**src/include/alu_tile_defines.svh**
```systemverilog
`ifndef ALU_TILE_DEFINES_SVH
`define ALU_TILE_DEFINES_SVH

// Execution resources
`define ALU_LANES 3
`define ROB_DEPTH 8

// Host bus
`define WB_DW 32

// Instruction word layout
`define OPC_MSB 31
`define OPC_LSB 28
`define OPA_MSB 27
`define OPA_LSB 14
`define OPB_MSB 13
`define OPB_LSB 0

// Multiply pipe depth, must be 2 or more
`define MUL_LAT 3

`endif

```
**src/verilog/alu_tile_pkg.sv**
```systemverilog
`include "alu_tile_defines.svh"

package alu_tile_pkg;

  localparam int ROB_ID_W = $clog2(`ROB_DEPTH);
  localparam int OPND_W   = `OPA_MSB - `OPA_LSB + 1;

  // ----------------------------------------------------------
  // Scalar types
  // ----------------------------------------------------------
  // Codes 7..15 are illegal
  typedef enum logic [3:0] {
    OP_ADD = 4'd0,
    OP_SUB = 4'd1,
    OP_AND = 4'd2,
    OP_OR  = 4'd3,
    OP_XOR = 4'd4,
    OP_SHL = 4'd5,
    OP_MUL = 4'd6
  } opcode_e;

  typedef logic [OPND_W-1:0]     operand_t;
  typedef logic [ROB_ID_W-1:0]   rob_id_t;
  typedef logic [31:0]           result_t;
  typedef logic [`ALU_LANES-1:0] lane_vec_t;

  // ----------------------------------------------------------
  // Inter-module payloads
  // ----------------------------------------------------------
  // Dispatcher to lane
  typedef struct packed {
    rob_id_t  rob_id;
    opcode_e  opcode;
    operand_t opa;
    operand_t opb;
  } issue_t;

  // Lane to ROB
  typedef struct packed {
    rob_id_t rob_id;
    result_t result;
    logic    illegal;
  } done_t;

  // ROB to commit stream
  typedef struct packed {
    result_t result;
    logic    illegal;
  } cmt_t;

endpackage

```
**src/verilog/alu_dispatch.sv**
```systemverilog
`include "alu_tile_defines.svh"

module alu_dispatch (
  input  logic                    i_clk,
  input  logic                    i_rst,
  input  logic                    i_wb_cyc,
  input  logic                    i_wb_stb,
  input  logic                    i_wb_we,
  input  logic [`WB_DW-1:0]       i_wb_dat,
  input  alu_tile_pkg::lane_vec_t i_lane_busy,
  input  logic                    i_credit_ret,
  output logic                    o_wb_ack,
  output logic [`WB_DW-1:0]       o_wb_dat,
  output alu_tile_pkg::lane_vec_t o_issue_valid,
  output alu_tile_pkg::issue_t    o_issue
);

  import alu_tile_pkg::*;

  localparam int CRED_W = $clog2(`ROB_DEPTH + 1);

  logic [CRED_W-1:0] r_credit;
  rob_id_t           r_next_id;
  logic [`WB_DW-1:0] r_cmt_cnt;
  logic              r_ack;
  lane_vec_t         r_issue_valid;
  issue_t            r_issue;

  logic      w_req;
  logic      w_wr_take;
  logic      w_rd_take;
  lane_vec_t w_free;
  lane_vec_t w_sel;
  issue_t    w_issue;

  // ----------------------------------------------------------
  // Request qualification
  // ----------------------------------------------------------
  // Nothing new is taken in the ack cycle
  assign w_req  = i_wb_cyc && i_wb_stb && !r_ack;
  assign w_free = ~i_lane_busy;

  // Lowest set bit of the free mask
  assign w_sel = w_free & (~w_free + 1'b1);

  assign w_wr_take = w_req && i_wb_we && (r_credit != '0) && (|w_free);
  assign w_rd_take = w_req && !i_wb_we;

  // Field split of the instruction word
  always_comb begin
    w_issue.rob_id = r_next_id;
    w_issue.opcode = opcode_e'(i_wb_dat[`OPC_MSB:`OPC_LSB]);
    w_issue.opa    = i_wb_dat[`OPA_MSB:`OPA_LSB];
    w_issue.opb    = i_wb_dat[`OPB_MSB:`OPB_LSB];
  end

  // ----------------------------------------------------------
  // Bus handshake and issue
  // ----------------------------------------------------------
  always_ff @(posedge i_clk) begin
    if (i_rst) begin
      r_ack         <= 1'b0;
      r_issue_valid <= '0;
      r_next_id     <= '0;
    end else begin
      r_ack         <= w_wr_take || w_rd_take;
      r_issue_valid <= w_wr_take ? w_sel : '0;
      if (w_wr_take) begin
        r_next_id <= r_next_id + 1'b1;
      end
    end
  end

  always_ff @(posedge i_clk) begin
    if (w_wr_take) begin
      r_issue <= w_issue;
    end
  end

  // ----------------------------------------------------------
  // Credit and commit accounting
  // ----------------------------------------------------------
  always_ff @(posedge i_clk) begin
    if (i_rst) begin
      r_credit  <= CRED_W'(`ROB_DEPTH);
      r_cmt_cnt <= '0;
    end else begin
      r_credit <= r_credit - CRED_W'(w_wr_take) + CRED_W'(i_credit_ret);
      // One return per retired instruction
      if (i_credit_ret) begin
        r_cmt_cnt <= r_cmt_cnt + 1'b1;
      end
    end
  end

  assign o_wb_ack      = r_ack;
  assign o_wb_dat      = r_cmt_cnt;
  assign o_issue_valid = r_issue_valid;
  assign o_issue       = r_issue;

endmodule

```
**src/verilog/alu_lane.sv**
```systemverilog
`include "alu_tile_defines.svh"

module alu_lane (
  input  logic                 i_clk,
  input  logic                 i_rst,
  input  logic                 i_issue_valid,
  input  alu_tile_pkg::issue_t i_issue,
  output logic                 o_busy,
  output logic                 o_done_valid,
  output alu_tile_pkg::done_t  o_done
);

  import alu_tile_pkg::*;

  localparam int CNT_W = $clog2(`MUL_LAT + 1);

  result_t w_opa;
  result_t w_opb;
  result_t w_res;
  logic    w_illegal;
  logic    w_is_mul;
  logic    w_mul_last;

  logic             r_mul_pend;
  logic [CNT_W-1:0] r_mul_cnt;
  done_t            r_mul_hold;
  logic             r_done_valid;
  done_t            r_done;

  // Zero extension of both operands
  assign w_opa    = result_t'(i_issue.opa);
  assign w_opb    = result_t'(i_issue.opb);
  assign w_is_mul = (i_issue.opcode == OP_MUL);

  always_comb begin
    w_res     = '0;
    w_illegal = 1'b0;
    case (i_issue.opcode)
      OP_ADD:  w_res = w_opa + w_opb;
      OP_SUB:  w_res = w_opa - w_opb;
      OP_AND:  w_res = w_opa & w_opb;
      OP_OR:   w_res = w_opa | w_opb;
      OP_XOR:  w_res = w_opa ^ w_opb;
      OP_SHL:  w_res = w_opa << w_opb[4:0];
      // 14x14 product fits in 28 bits
      OP_MUL:  w_res = w_opa * w_opb;
      default: w_illegal = 1'b1;
    endcase
  end

  // ----------------------------------------------------------
  // Multiply countdown
  // ----------------------------------------------------------
  assign w_mul_last = r_mul_pend && (r_mul_cnt == CNT_W'(1));

  always_ff @(posedge i_clk) begin
    if (i_rst) begin
      r_mul_pend   <= 1'b0;
      r_mul_cnt    <= '0;
      r_done_valid <= 1'b0;
    end else begin
      r_done_valid <= (i_issue_valid && !w_is_mul) || w_mul_last;
      if (i_issue_valid && w_is_mul) begin
        r_mul_pend <= 1'b1;
        r_mul_cnt  <= CNT_W'(`MUL_LAT - 1);
      end else if (w_mul_last) begin
        r_mul_pend <= 1'b0;
      end else if (r_mul_pend) begin
        r_mul_cnt <= r_mul_cnt - 1'b1;
      end
    end
  end

  // Product waits in the hold register until the last stage
  always_ff @(posedge i_clk) begin
    if (i_issue_valid && w_is_mul) begin
      r_mul_hold.rob_id  <= i_issue.rob_id;
      r_mul_hold.result  <= w_res;
      r_mul_hold.illegal <= 1'b0;
    end
  end

  always_ff @(posedge i_clk) begin
    if (i_issue_valid && !w_is_mul) begin
      r_done.rob_id  <= i_issue.rob_id;
      r_done.result  <= w_res;
      r_done.illegal <= w_illegal;
    end else if (w_mul_last) begin
      r_done <= r_mul_hold;
    end
  end

  // Busy through the done cycle
  assign o_busy       = r_mul_pend || r_done_valid;
  assign o_done_valid = r_done_valid;
  assign o_done       = r_done;

endmodule

```
**src/verilog/alu_rob.sv**
```systemverilog
`include "alu_tile_defines.svh"

module alu_rob (
  input  logic                   i_clk,
  input  logic                   i_rst,
  input  logic [`ALU_LANES-1:0]  i_done_valid,
  input  alu_tile_pkg::done_t    i_done [`ALU_LANES],
  input  logic                   i_cmt_ready,
  output logic                   o_cmt_valid,
  output alu_tile_pkg::cmt_t     o_cmt,
  output logic                   o_credit_ret
);

  import alu_tile_pkg::*;

  cmt_t                  r_entry [`ROB_DEPTH];
  logic [`ROB_DEPTH-1:0] r_done;
  rob_id_t               r_head;
  logic                  r_credit_ret;

  logic                  w_cmt_fire;
  logic [`ROB_DEPTH-1:0] w_set;
  logic [`ROB_DEPTH-1:0] w_clr;

  // ----------------------------------------------------------
  // Head view
  // ----------------------------------------------------------
  assign o_cmt_valid = r_done[r_head];
  assign o_cmt       = r_entry[r_head];
  assign w_cmt_fire  = o_cmt_valid && i_cmt_ready;

  // ----------------------------------------------------------
  // Done report capture
  // ----------------------------------------------------------
  // Lanes always carry distinct ids, so writes never collide
  always_ff @(posedge i_clk) begin
    for (int l = 0; l < `ALU_LANES; l++) begin
      if (i_done_valid[l]) begin
        r_entry[i_done[l].rob_id].result  <= i_done[l].result;
        r_entry[i_done[l].rob_id].illegal <= i_done[l].illegal;
      end
    end
  end

  always_comb begin
    w_set = '0;
    w_clr = '0;
    for (int l = 0; l < `ALU_LANES; l++) begin
      if (i_done_valid[l]) begin
        w_set[i_done[l].rob_id] = 1'b1;
      end
    end
    if (w_cmt_fire) begin
      w_clr[r_head] = 1'b1;
    end
  end

  // Set and clear never hit the same entry in one cycle
  always_ff @(posedge i_clk) begin
    if (i_rst) begin
      r_done <= '0;
    end else begin
      r_done <= (r_done & ~w_clr) | w_set;
    end
  end

  // ----------------------------------------------------------
  // In-order retirement
  // ----------------------------------------------------------
  always_ff @(posedge i_clk) begin
    if (i_rst) begin
      r_head       <= '0;
      r_credit_ret <= 1'b0;
    end else begin
      r_credit_ret <= w_cmt_fire;
      if (w_cmt_fire) begin
        r_head <= r_head + 1'b1;
      end
    end
  end

  assign o_credit_ret = r_credit_ret;

endmodule

```
**src/verilog/alu_tile_top.sv**
```systemverilog
`include "alu_tile_defines.svh"

module alu_tile_top (
  input  logic               i_clk,
  input  logic               i_rst,

  // Wishbone classic slave
  input  logic               i_wb_cyc,
  input  logic               i_wb_stb,
  input  logic               i_wb_we,
  input  logic [`WB_DW-1:0]  i_wb_dat,
  output logic               o_wb_ack,
  output logic [`WB_DW-1:0]  o_wb_dat,

  // Commit stream
  output logic               o_cmt_valid,
  output alu_tile_pkg::cmt_t o_cmt,
  input  logic               i_cmt_ready
);

  import alu_tile_pkg::*;

  // ----------------------------------------------------------
  // Internal wires
  // ----------------------------------------------------------
  lane_vec_t w_issue_valid;
  issue_t    w_issue;
  lane_vec_t w_lane_busy;
  lane_vec_t w_done_valid;
  done_t     w_done [`ALU_LANES];
  logic      w_credit_ret;

  alu_dispatch u_dispatch (
    .i_clk         (i_clk),
    .i_rst         (i_rst),
    .i_wb_cyc      (i_wb_cyc),
    .i_wb_stb      (i_wb_stb),
    .i_wb_we       (i_wb_we),
    .i_wb_dat      (i_wb_dat),
    .i_lane_busy   (w_lane_busy),
    .i_credit_ret  (w_credit_ret),
    .o_wb_ack      (o_wb_ack),
    .o_wb_dat      (o_wb_dat),
    .o_issue_valid (w_issue_valid),
    .o_issue       (w_issue)
  );

  // Shared issue bus, per-lane valid
  for (genvar i = 0; i < `ALU_LANES; i++) begin : lane_loop
    alu_lane u_lane (
      .i_clk         (i_clk),
      .i_rst         (i_rst),
      .i_issue_valid (w_issue_valid[i]),
      .i_issue       (w_issue),
      .o_busy        (w_lane_busy[i]),
      .o_done_valid  (w_done_valid[i]),
      .o_done        (w_done[i])
    );
  end

  alu_rob u_rob (
    .i_clk        (i_clk),
    .i_rst        (i_rst),
    .i_done_valid (w_done_valid),
    .i_done       (w_done),
    .i_cmt_ready  (i_cmt_ready),
    .o_cmt_valid  (o_cmt_valid),
    .o_cmt        (o_cmt),
    .o_credit_ret (w_credit_ret)
  );

endmodule

```
**config.mk**
```make
export PLATFORM = sky130hd
export DESIGN_NAME = alu_tile_top
export DESIGN_NICKNAME = d
export VERILOG_FILES = /design/src/verilog/alu_tile_pkg.sv /design/src/verilog/alu_dispatch.sv /design/src/verilog/alu_lane.sv /design/src/verilog/alu_rob.sv /design/src/verilog/alu_tile_top.sv
export VERILOG_INCLUDE_DIRS = /design/src /design/src/include
export SDC_FILE = /design/constraint.sdc
export NUM_CORES = 2
export LEC_CHECK = 0
export ABC_CLOCK_PERIOD_IN_PS = 10600
export BUFFER_PORTS_ARGS = -buffer_cell sky130_fd_sc_hd__buf_2
export CAP_MARGIN = 15
export CORE_MARGIN = 2
export CORE_UTILIZATION = 35
export CTS_CLUSTER_DIAMETER = 150
export DETAILED_ROUTE_END_ITERATION = 12
export HOLD_SLACK_MARGIN = 0.03
export MAX_ROUTING_LAYER = met4
export PLACE_DENSITY = 0.59
export SLEW_MARGIN = 5
export SYNTH_ARGS = -nofsm -noshare
export SYNTH_HDL_FRONTEND = slang
export SYNTH_SLANG_ARGS = --single-unit
```
**constraint.sdc**
```tcl
create_clock -name i_clk -period 10.6 [get_ports i_clk]
set_clock_uncertainty 0.2 [all_clocks]
set_input_delay 1.06 -clock i_clk [delete_from_list [all_inputs] [get_ports i_clk]]
set_output_delay 1.06 -clock i_clk [all_outputs]
set_load 0.03 [all_outputs]
```
### After elaboration in Yosys (flattened, before gate mapping)

Memories as Yosys holds them, arrays and structs flattened. A register that Yosys moved wholly into a read port is not among the register bits.
Cells that the tools add are included.

* memories: 1
* bits in registers: 315
* output and inout port bits: 67
* bits in latches: 0
* bits in writable memories: 264
* ROM bits: 0

Memory list
* u_rob.r_entry: words 8, width 33, rd ports 1, clocked after memory_dff 1, write ports 3, line alu_rob.sv:16 `` cmt_t r_entry [`ROB_DEPTH]; ``

* reduce and logical (&&, ||, !) cells: 53
* mux-type cells: 45
* bitwise logic cells: 15
* shift operators: 1
* eq/ne operators: 12
* divide/modulo/power cells: 0
* $mul: 1
* add/subtract/negate cells: 11
* $lt $le $gt $ge: 8

Operator list (number)
* one-hot mux 32 bit (7 select lines): 1
* two-way mux 36 bit: 6
* adder 32 x 1 -> 32 bit, second input constant: 1
* two-way mux 8 bit: 4
* left shift 14 x 5 -> 32 bit: 1
* multiplier 14 x 14 -> 28 bit: 1
* OR 8 bit: 3
* logical AND 1 bit: 20
* two-way mux 1 bit: 18
* two-way mux 2 bit: 9
* nonzero test 2 bit: 9
* less-than comparator 3 x 4 -> 1 bit, second input constant: 4
* adder 14 x 14 -> 15 bit: 1
* subtractor 14 x 14 -> 15 bit: 1
* AND 14 bit: 1
* OR 14 bit: 1
* XOR 14 bit: 1
* demux 1 bit (select 3 bit): 4
* equality test 4 x 3 -> 1 bit, second input constant: 3
* greater-or-equal comparator 3 x 1 -> 1 bit, second input constant: 4
* AND reduction 2 bit: 6
* adder 3 x 1 -> 3 bit, second input constant: 3
* AND 8 bit: 1
* equality test 4 x 2 -> 1 bit, second input constant: 2
* other kinds (19): 41

### Logic depth before layout (Yosys ltp)

* word-level depth: 10
* depth in mapped cells: 27
* mapped depth without buffers: 23

### Modules after synthesis

A second synthesis with hierarchy kept.

* cell total of the unflattened synthesis: 6056
* area total of the unflattened synthesis: 57219.9 µm²

By module, submodules not included
* alu_rob: sequential area each 8227.9 µm², instances 1, area each 16642.2 µm², cells an instance 1463
* alu_lane (lane_loop[0].u_lane): sequential area each 2212.1 µm², instances 1, area each 12617.1 µm², cells an instance 1455
* alu_lane (lane_loop[2].u_lane): sequential area each 2212.1 µm², instances 1, area each 12518.3 µm², cells an instance 1458
* alu_lane (lane_loop[1].u_lane): sequential area each 2212.1 µm², instances 1, area each 12291.8 µm², cells an instance 1417
* alu_dispatch: sequential area each 1911.8 µm², instances 1, area each 3150.5 µm², cells an instance 263

### Least setup slack after synthesis

Ideal clock, no wire load.

* path type: flip-flop to flip-flop
* start: reg u_dispatch.r_issue (netlist bit u_dispatch.o_issue[2])
* end: reg lane_loop[0].u_lane.r_mul_hold[26] (netlist name), data pin
* required time: 10.125 ns
* arrival: 6.648 ns
* stages on the path, launching flop included: 27
* clock period less this slack: 7.123 ns
* path slack: 3.477 ns
* setup time: 0.275 ns
* path buffers: 3
* path through: edfxtp_1 -> inv_1 -> buf_2 -> clkbuf_1 -> buf_1 -> nor2_1 -> fa_1 -> inv_1 -> fa_1 -> inv_1 -> fa_1 -> inv_1 -> fa_1 -> inv_1 -> fa_1 -> inv_1 -> fa_1 -> inv_1 -> ha_1 -> and4_1 -> and4_1 -> a32o_1 -> a211oi_2 -> nor3_1 -> or3_1 -> xnor2_1 -> o21ai_1

* word-level cells in the longest chain between the ends: 2

Ends and longest elaborated chain
* from (decl): line alu_dispatch.sv:27 `issue_t r_issue;`
* from (signal assigned): line alu_dispatch.sv:76 `r_issue <= w_issue;`
* multiplier 14 x 14 -> 28 bit (tied with other cells): line alu_lane.sv:46 `OP_MUL: w_res = w_opa * w_opb;`
* one-hot mux 32 bit (7 select lines) *: line alu_lane.sv:38 `case (i_issue.opcode)`
* via lane_loop[0].u_lane.w_res[25]: line alu_lane.sv:19 `result_t w_res;`
* to (decl): line alu_lane.sv:26 `done_t r_mul_hold;`

The timed path passes the listed nets; every way through them passes the cells marked *.
A chain may end at the register's enable or synchronous reset.

### Worst setup path in the final report

* start: reg u_dispatch.r_issue (netlist bit u_dispatch.o_issue[4])
* end: reg lane_loop[1].u_lane.r_mul_hold[28] (netlist name), data pin

* word-level cells in the longest chain between the ends: 2

Ends and longest elaborated chain (line)
* multiplier 14 x 14 -> 28 bit (tied with other cells)
* one-hot mux 32 bit (7 select lines) *
* via lane_loop[0].u_lane.w_res[27]: alu_lane.sv:19
* to (decl): alu_lane.sv:26

Marks and branches as above.

==> reports/summary.log <==
[route] Routed WL 113,000 um
[die] Initial Util 35.3%
[cells_and_area] fraction of layout instances using a drive strength above 1 12.2%
[synth] Simple-Gate Fraction of Synth Area 10.5%
[critical_path] origin of the worst setup path u_dispatch.o_issue[4]$_DFFE_PP_
[route] Post-route DRC 0
[critical_path] type of the worst setup path flip-flop to flip-flop
[clocking] Post-CTS Repair Setup Buffers 0
[synth] number of synthesized register bits 582
[timing] Tightest Pin Transition 1.07 ns
[power_and_ir_drop] power per cell area 180 nW/um^2
[synth] synthesized netlist net count 3,812
[critical_path] Slowest cell on crit path sky130_fd_sc_hd__clkinv_1
[critical_path] critical path cell sequence clkinv_1 > nor2_1 > fa_1 > inv_1 > fa_1 > inv_1 > fa_1 > fa_1 > fa_1 > inv_1 > fa_1 > inv_1 > ha_1 > a21oi_1 > a21oi_1 > a311o_1 > a211oi_2 > o211ai_1 > a311oi_2 > xnor2_1 > o21ai_1
[status] status finished, final reports clean
[die] num ports 105
[synth] part of the Yosys area used for sequential elements 45.2%
[critical_path] Worst setup endpoint lane_loop[1].u_lane.r_mul_hold[28]$_DFFE_PP_
[synth] count of yosys warnings during synthesis 0
[place] IO Port Bufs 104
[critical_path] element type at the critical path start flip-flop
[critical_path] number of cells on the worst reg-to-reg path 21
[timing] Slew headroom 28.6%
[place] post-place instance area 38,600 um^2
[die] number of placement rows 119
[hold_path] type of the worst min-delay path flip-flop to flip-flop
[die] horizontal die dimension 330 um
[synth] xor and xnor fraction of the mapped netlist area 1.37%
[synth] multiplexer area fraction after synthesis 14.0%
[critical_path] slowest stage delay, CP 0.68 ns
[route] remaining number of nets flagged by the antenna check after routing 0
[cells_and_area] Net count, final 3,732
[place] Final GP Congestion 0.965
[synth] number of standard cells after synthesis 3,484
[timing] Slew Limit Fails 0
[critical_path] critical-path maximum fanout 19
[cells_and_area] area of all placed cells without fillers 40,700 um^2
[global_route] first-pass GRT wire length 169,000 um
[synth] Synth Flop Type sky130_fd_sc_hd__edfxtp_1
[critical_path] capturing point of the worst reg2reg path lane_loop[1].u_lane.r_mul_hold[28]$_DFFE_PP_
[global_route] Congestion Overflow GR 0
[route] drt pass-1 iters 6
[timing] Hold WS 0.260 ns
[power_and_ir_drop] Total Power 7.32 mW
[clocking] clock insertion delay at the later pin of the skew report 0.62 ns
[synth] area of the mapped netlist 37,100 um^2
[synth] number of enable flip-flop cells after synthesis 512
[critical_path] reg-to-reg startpoint u_dispatch.o_issue[4]$_DFFE_PP_
[route] via count 26,300
[clocking] buffer type at the clock tree root sky130_fd_sc_hd__clkbuf_16
[timing] total count of hold-check failures in the final report 0
[critical_path] Critical Path RT 10.72 ns
[clocking] CTS tree done
[cells_and_area] number of non-filler instances in the completed layout 4,840
[route] DRT iter0 DRCs 2,846
[timing] Peak Freq 0.136 GHz
[job] Max Cap Viol 0
[synth] mean cell area of the mapped netlist 10.7 um^2
[synth] combinational family with the most area after synthesis multiplexers
[timing] Setup Total Neg Slack 0 ns
[clocking] total clock sinks 582
[timing] unrepaired setup endpoints after global routing false
[clocking] cts-stage hold buffer count 0
[place] Post-DP HPWL 71,900 um
[clocking] TritonCTS Buffers 66
[timing] Setup-failing EPs final 0
[clocking] total number of H-tree levels 3
[route] detail-routed net length per standard cell 23.4 um
[power_and_ir_drop] worst vdd ir 0.000161 V
[clocking] Resize count post-CTS 0
[synth] fraction of registers with async set or reset after synthesis 0%
[cells_and_area] growth of design area from synthesis to finish 9.56%
[global_route] number of global-route vias before repair 26,100
[synth] library cell occupying the most area in the post-synthesis netlist sky130_fd_sc_hd__edfxtp_1
[synth] fraction of post-synthesis cell area in the top cell type by area 41.4%
[global_route] overall fraction of global-route tracks in use 21.3%
[critical_path] Worst R2R Setup Slack 3.23 ns
[critical_path] cell repeated most along the worst path sky130_fd_sc_hd__fa_1
[place] placed instance count 4,727
[clocking] clock-pin slew of the registers on the worst-case setup and hold paths 0.07 ns
[global_route] antenna violations before repair 2
[timing] ratio of final minimum period to clock period 69.5%
[synth] number of library cell types mapped by synthesis 86
[synth] Area contributors post-synth sky130_fd_sc_hd__edfxtp_1 (41%), sky130_fd_sc_hd__fa_1 (7.8%), sky130_fd_sc_hd__mux2i_1 (7.6%), sky130_fd_sc_hd__ha_1 (4.9%), sky130_fd_sc_hd__mux4_2 (4.4%)
[die] height of the chip 330 um
[clocking] buffer depth of the longest clock path 3
[critical_path] data arrival time of the worst path 7.49 ns
[timing] post-route minimum period 7.37 ns
[critical_path] CP endpoint kind flip-flop
[die] die outline area 109,000 um^2
[synth] Compound-Gate Fraction of Synth Area 10.2%
[synth] synthesized-area fraction occupied by adder cells 12.7%
[route] detailed-route vias per instance 5.44
[die] core region area 105,000 um^2
[power_and_ir_drop] P_leak 15.8 nW
[global_route] pin count of the biggest net entering global routing 69
==> logic make-up (layout without fill, tap and decap cells) <==
kind of cell / after synthesis / after routing
and+or+nand+nor: 928 / 928
AOI/OAI and AO/OA: 659 / 659
DFF: 582 / 582
buffers and inverters: 553 / 517
muxes: 414 / 414
adders and majority gates: 290 / 290
xor gates and xnor gates: 58 / 58
other: 0 / 1
==> cell usage after synthesis (all sizes together), types with 7 or more instances <==
master,instances
nand2b,11
buf,88
nor4,7
xnor2,23
o21ai,285
nand3,31
clkbuf,213
mux2i,284
a22o,8
nand4,16
a211o,7
fa,144
clkinv,13
nand2,400
mux4,76
o22ai,12
or3,10
dfxtp,70
ha,146
a22oi,7
and2,8
nor3,38
mux2,54
xor2,35
nor2,358
o21bai,8
a21o,16
a21oi,227
nor3b,7
inv,239
a31oi,14
a211oi,9
nor2b,14
edfxtp,512
==> cells in the final DEF (no fill, tap or decap), drive strengths merged, types with 7 or more instances in the layout <==
cell,n
edfxtp,512
nand2,400
nor2,358
o21ai,285
mux2i,284
inv,243
a21oi,227
buf,153
ha,146
fa,144
clkbuf,80
mux4,76
dfxtp,70
mux2,54
nor3,38
xor2,35
clkinv,34
nand3,31
xnor2,23
a21o,16
nand4,16
a31oi,14
nor2b,14
o22ai,12
nand2b,11
or3,10
a211oi,9
o21bai,8
a22o,8
and2,8
a22oi,7
bufinv,7
a211o,7
nor4,7
nor3b,7
==> per-layer routing <==
metal	vias up	global-route usage [%]	wire, um
li1	12100	-	-
met1	12900	27.0	46800
met2	1116	34.7	54000
met3	262	2.67	7780
met4	0	8.56	4600
met5	-	-	0
==> through the flow <==
step	setup WS, ns	util [%]
3_3_place_gp	3.46	36.6
5_1_grt	2.84	38.7
2_1_floorplan	3.48	-
3_5_place_dp	3.38	36.6
6_report	3.23	38.7
4_1_cts	3.35	38.7
==> worst max-delay path: cells and delay by family (launching register included) <==
kind | cells | cell delay, ns
AO/OA/AOI/OAI | 7 | 1.62
XOR/XNOR | 1 | 0.17
adder cells (fa/ha/maj) | 7 | 3.16
buffers and inverters | 5 | 0.94
flip-flops | 1 | 0.64
AND/OR/NAND/NOR | 1 | 0.32
==> state kept, by name (all words and copies together), names as in the netlist, 3 cells and up, named ones only <==
signal,cells
u_rob.r_entry,264
lane_loop.u_lane.o_done,108
lane_loop.u_lane.r_mul_hold,105
u_dispatch.o_issue,35
u_dispatch.o_wb_dat,32
u_rob.r_done,8
lane_loop.u_lane.r_mul_cnt,6
u_dispatch.r_credit,4
lane_loop.u_lane.o_done_valid,3
lane_loop.u_lane.r_mul_pend,3
u_dispatch.o_issue_valid,3
u_dispatch.r_next_id,3
u_rob.r_head,3
==> how the worst min path moves through the flow <==
stage	to	startpoint	depth (start not counted)	slack [ns]
3_5_place_dp	u_dispatch.o_issue[34]$_DFFE_PP_	u_dispatch.r_next_id[2]$_SDFFE_PP0P_	0	0.25
3_3_place_gp	u_dispatch.o_issue[33]$_DFFE_PP_	u_dispatch.r_next_id[1]$_SDFFE_PP0P_	0	0.25
4_1_cts	u_dispatch.o_issue[34]$_DFFE_PP_	u_dispatch.r_next_id[2]$_SDFFE_PP0P_	0	0.26
6_report	u_dispatch.o_issue[34]$_DFFE_PP_	u_dispatch.r_next_id[2]$_SDFFE_PP0P_	0	0.26
2_1_floorplan	u_dispatch.o_issue[34]$_DFFE_PP_	u_dispatch.r_next_id[2]$_SDFFE_PP0P_	0	0.23
5_1_grt	u_rob.r_done[0]$_SDFF_PP0_	u_rob.r_done[0]$_SDFF_PP0_	2	0.29
==> final cells by class <==
cell class	instances	area [um^2]
Inverter	252	946
Sequential cell	582	16800
Tap cell	1391	1740
Timing Repair Buffer	153	888
Fill cell	10100	64600
Clock buffer	80	1750
Clock inverter	32	368
Antenna cell	1	2.50
Multi-Input combinational cell	2349	18200
==> where the power goes <==
part           leakage [nW]  switching (mW)  internal, mW
registers              5.23          0.0309          2.51
clock network          1.04           0.953          1.35
logic                  9.56            1.55         0.928
total                  15.8            2.53          4.79
Note: power is estimated with default switching activity, not from simulation.
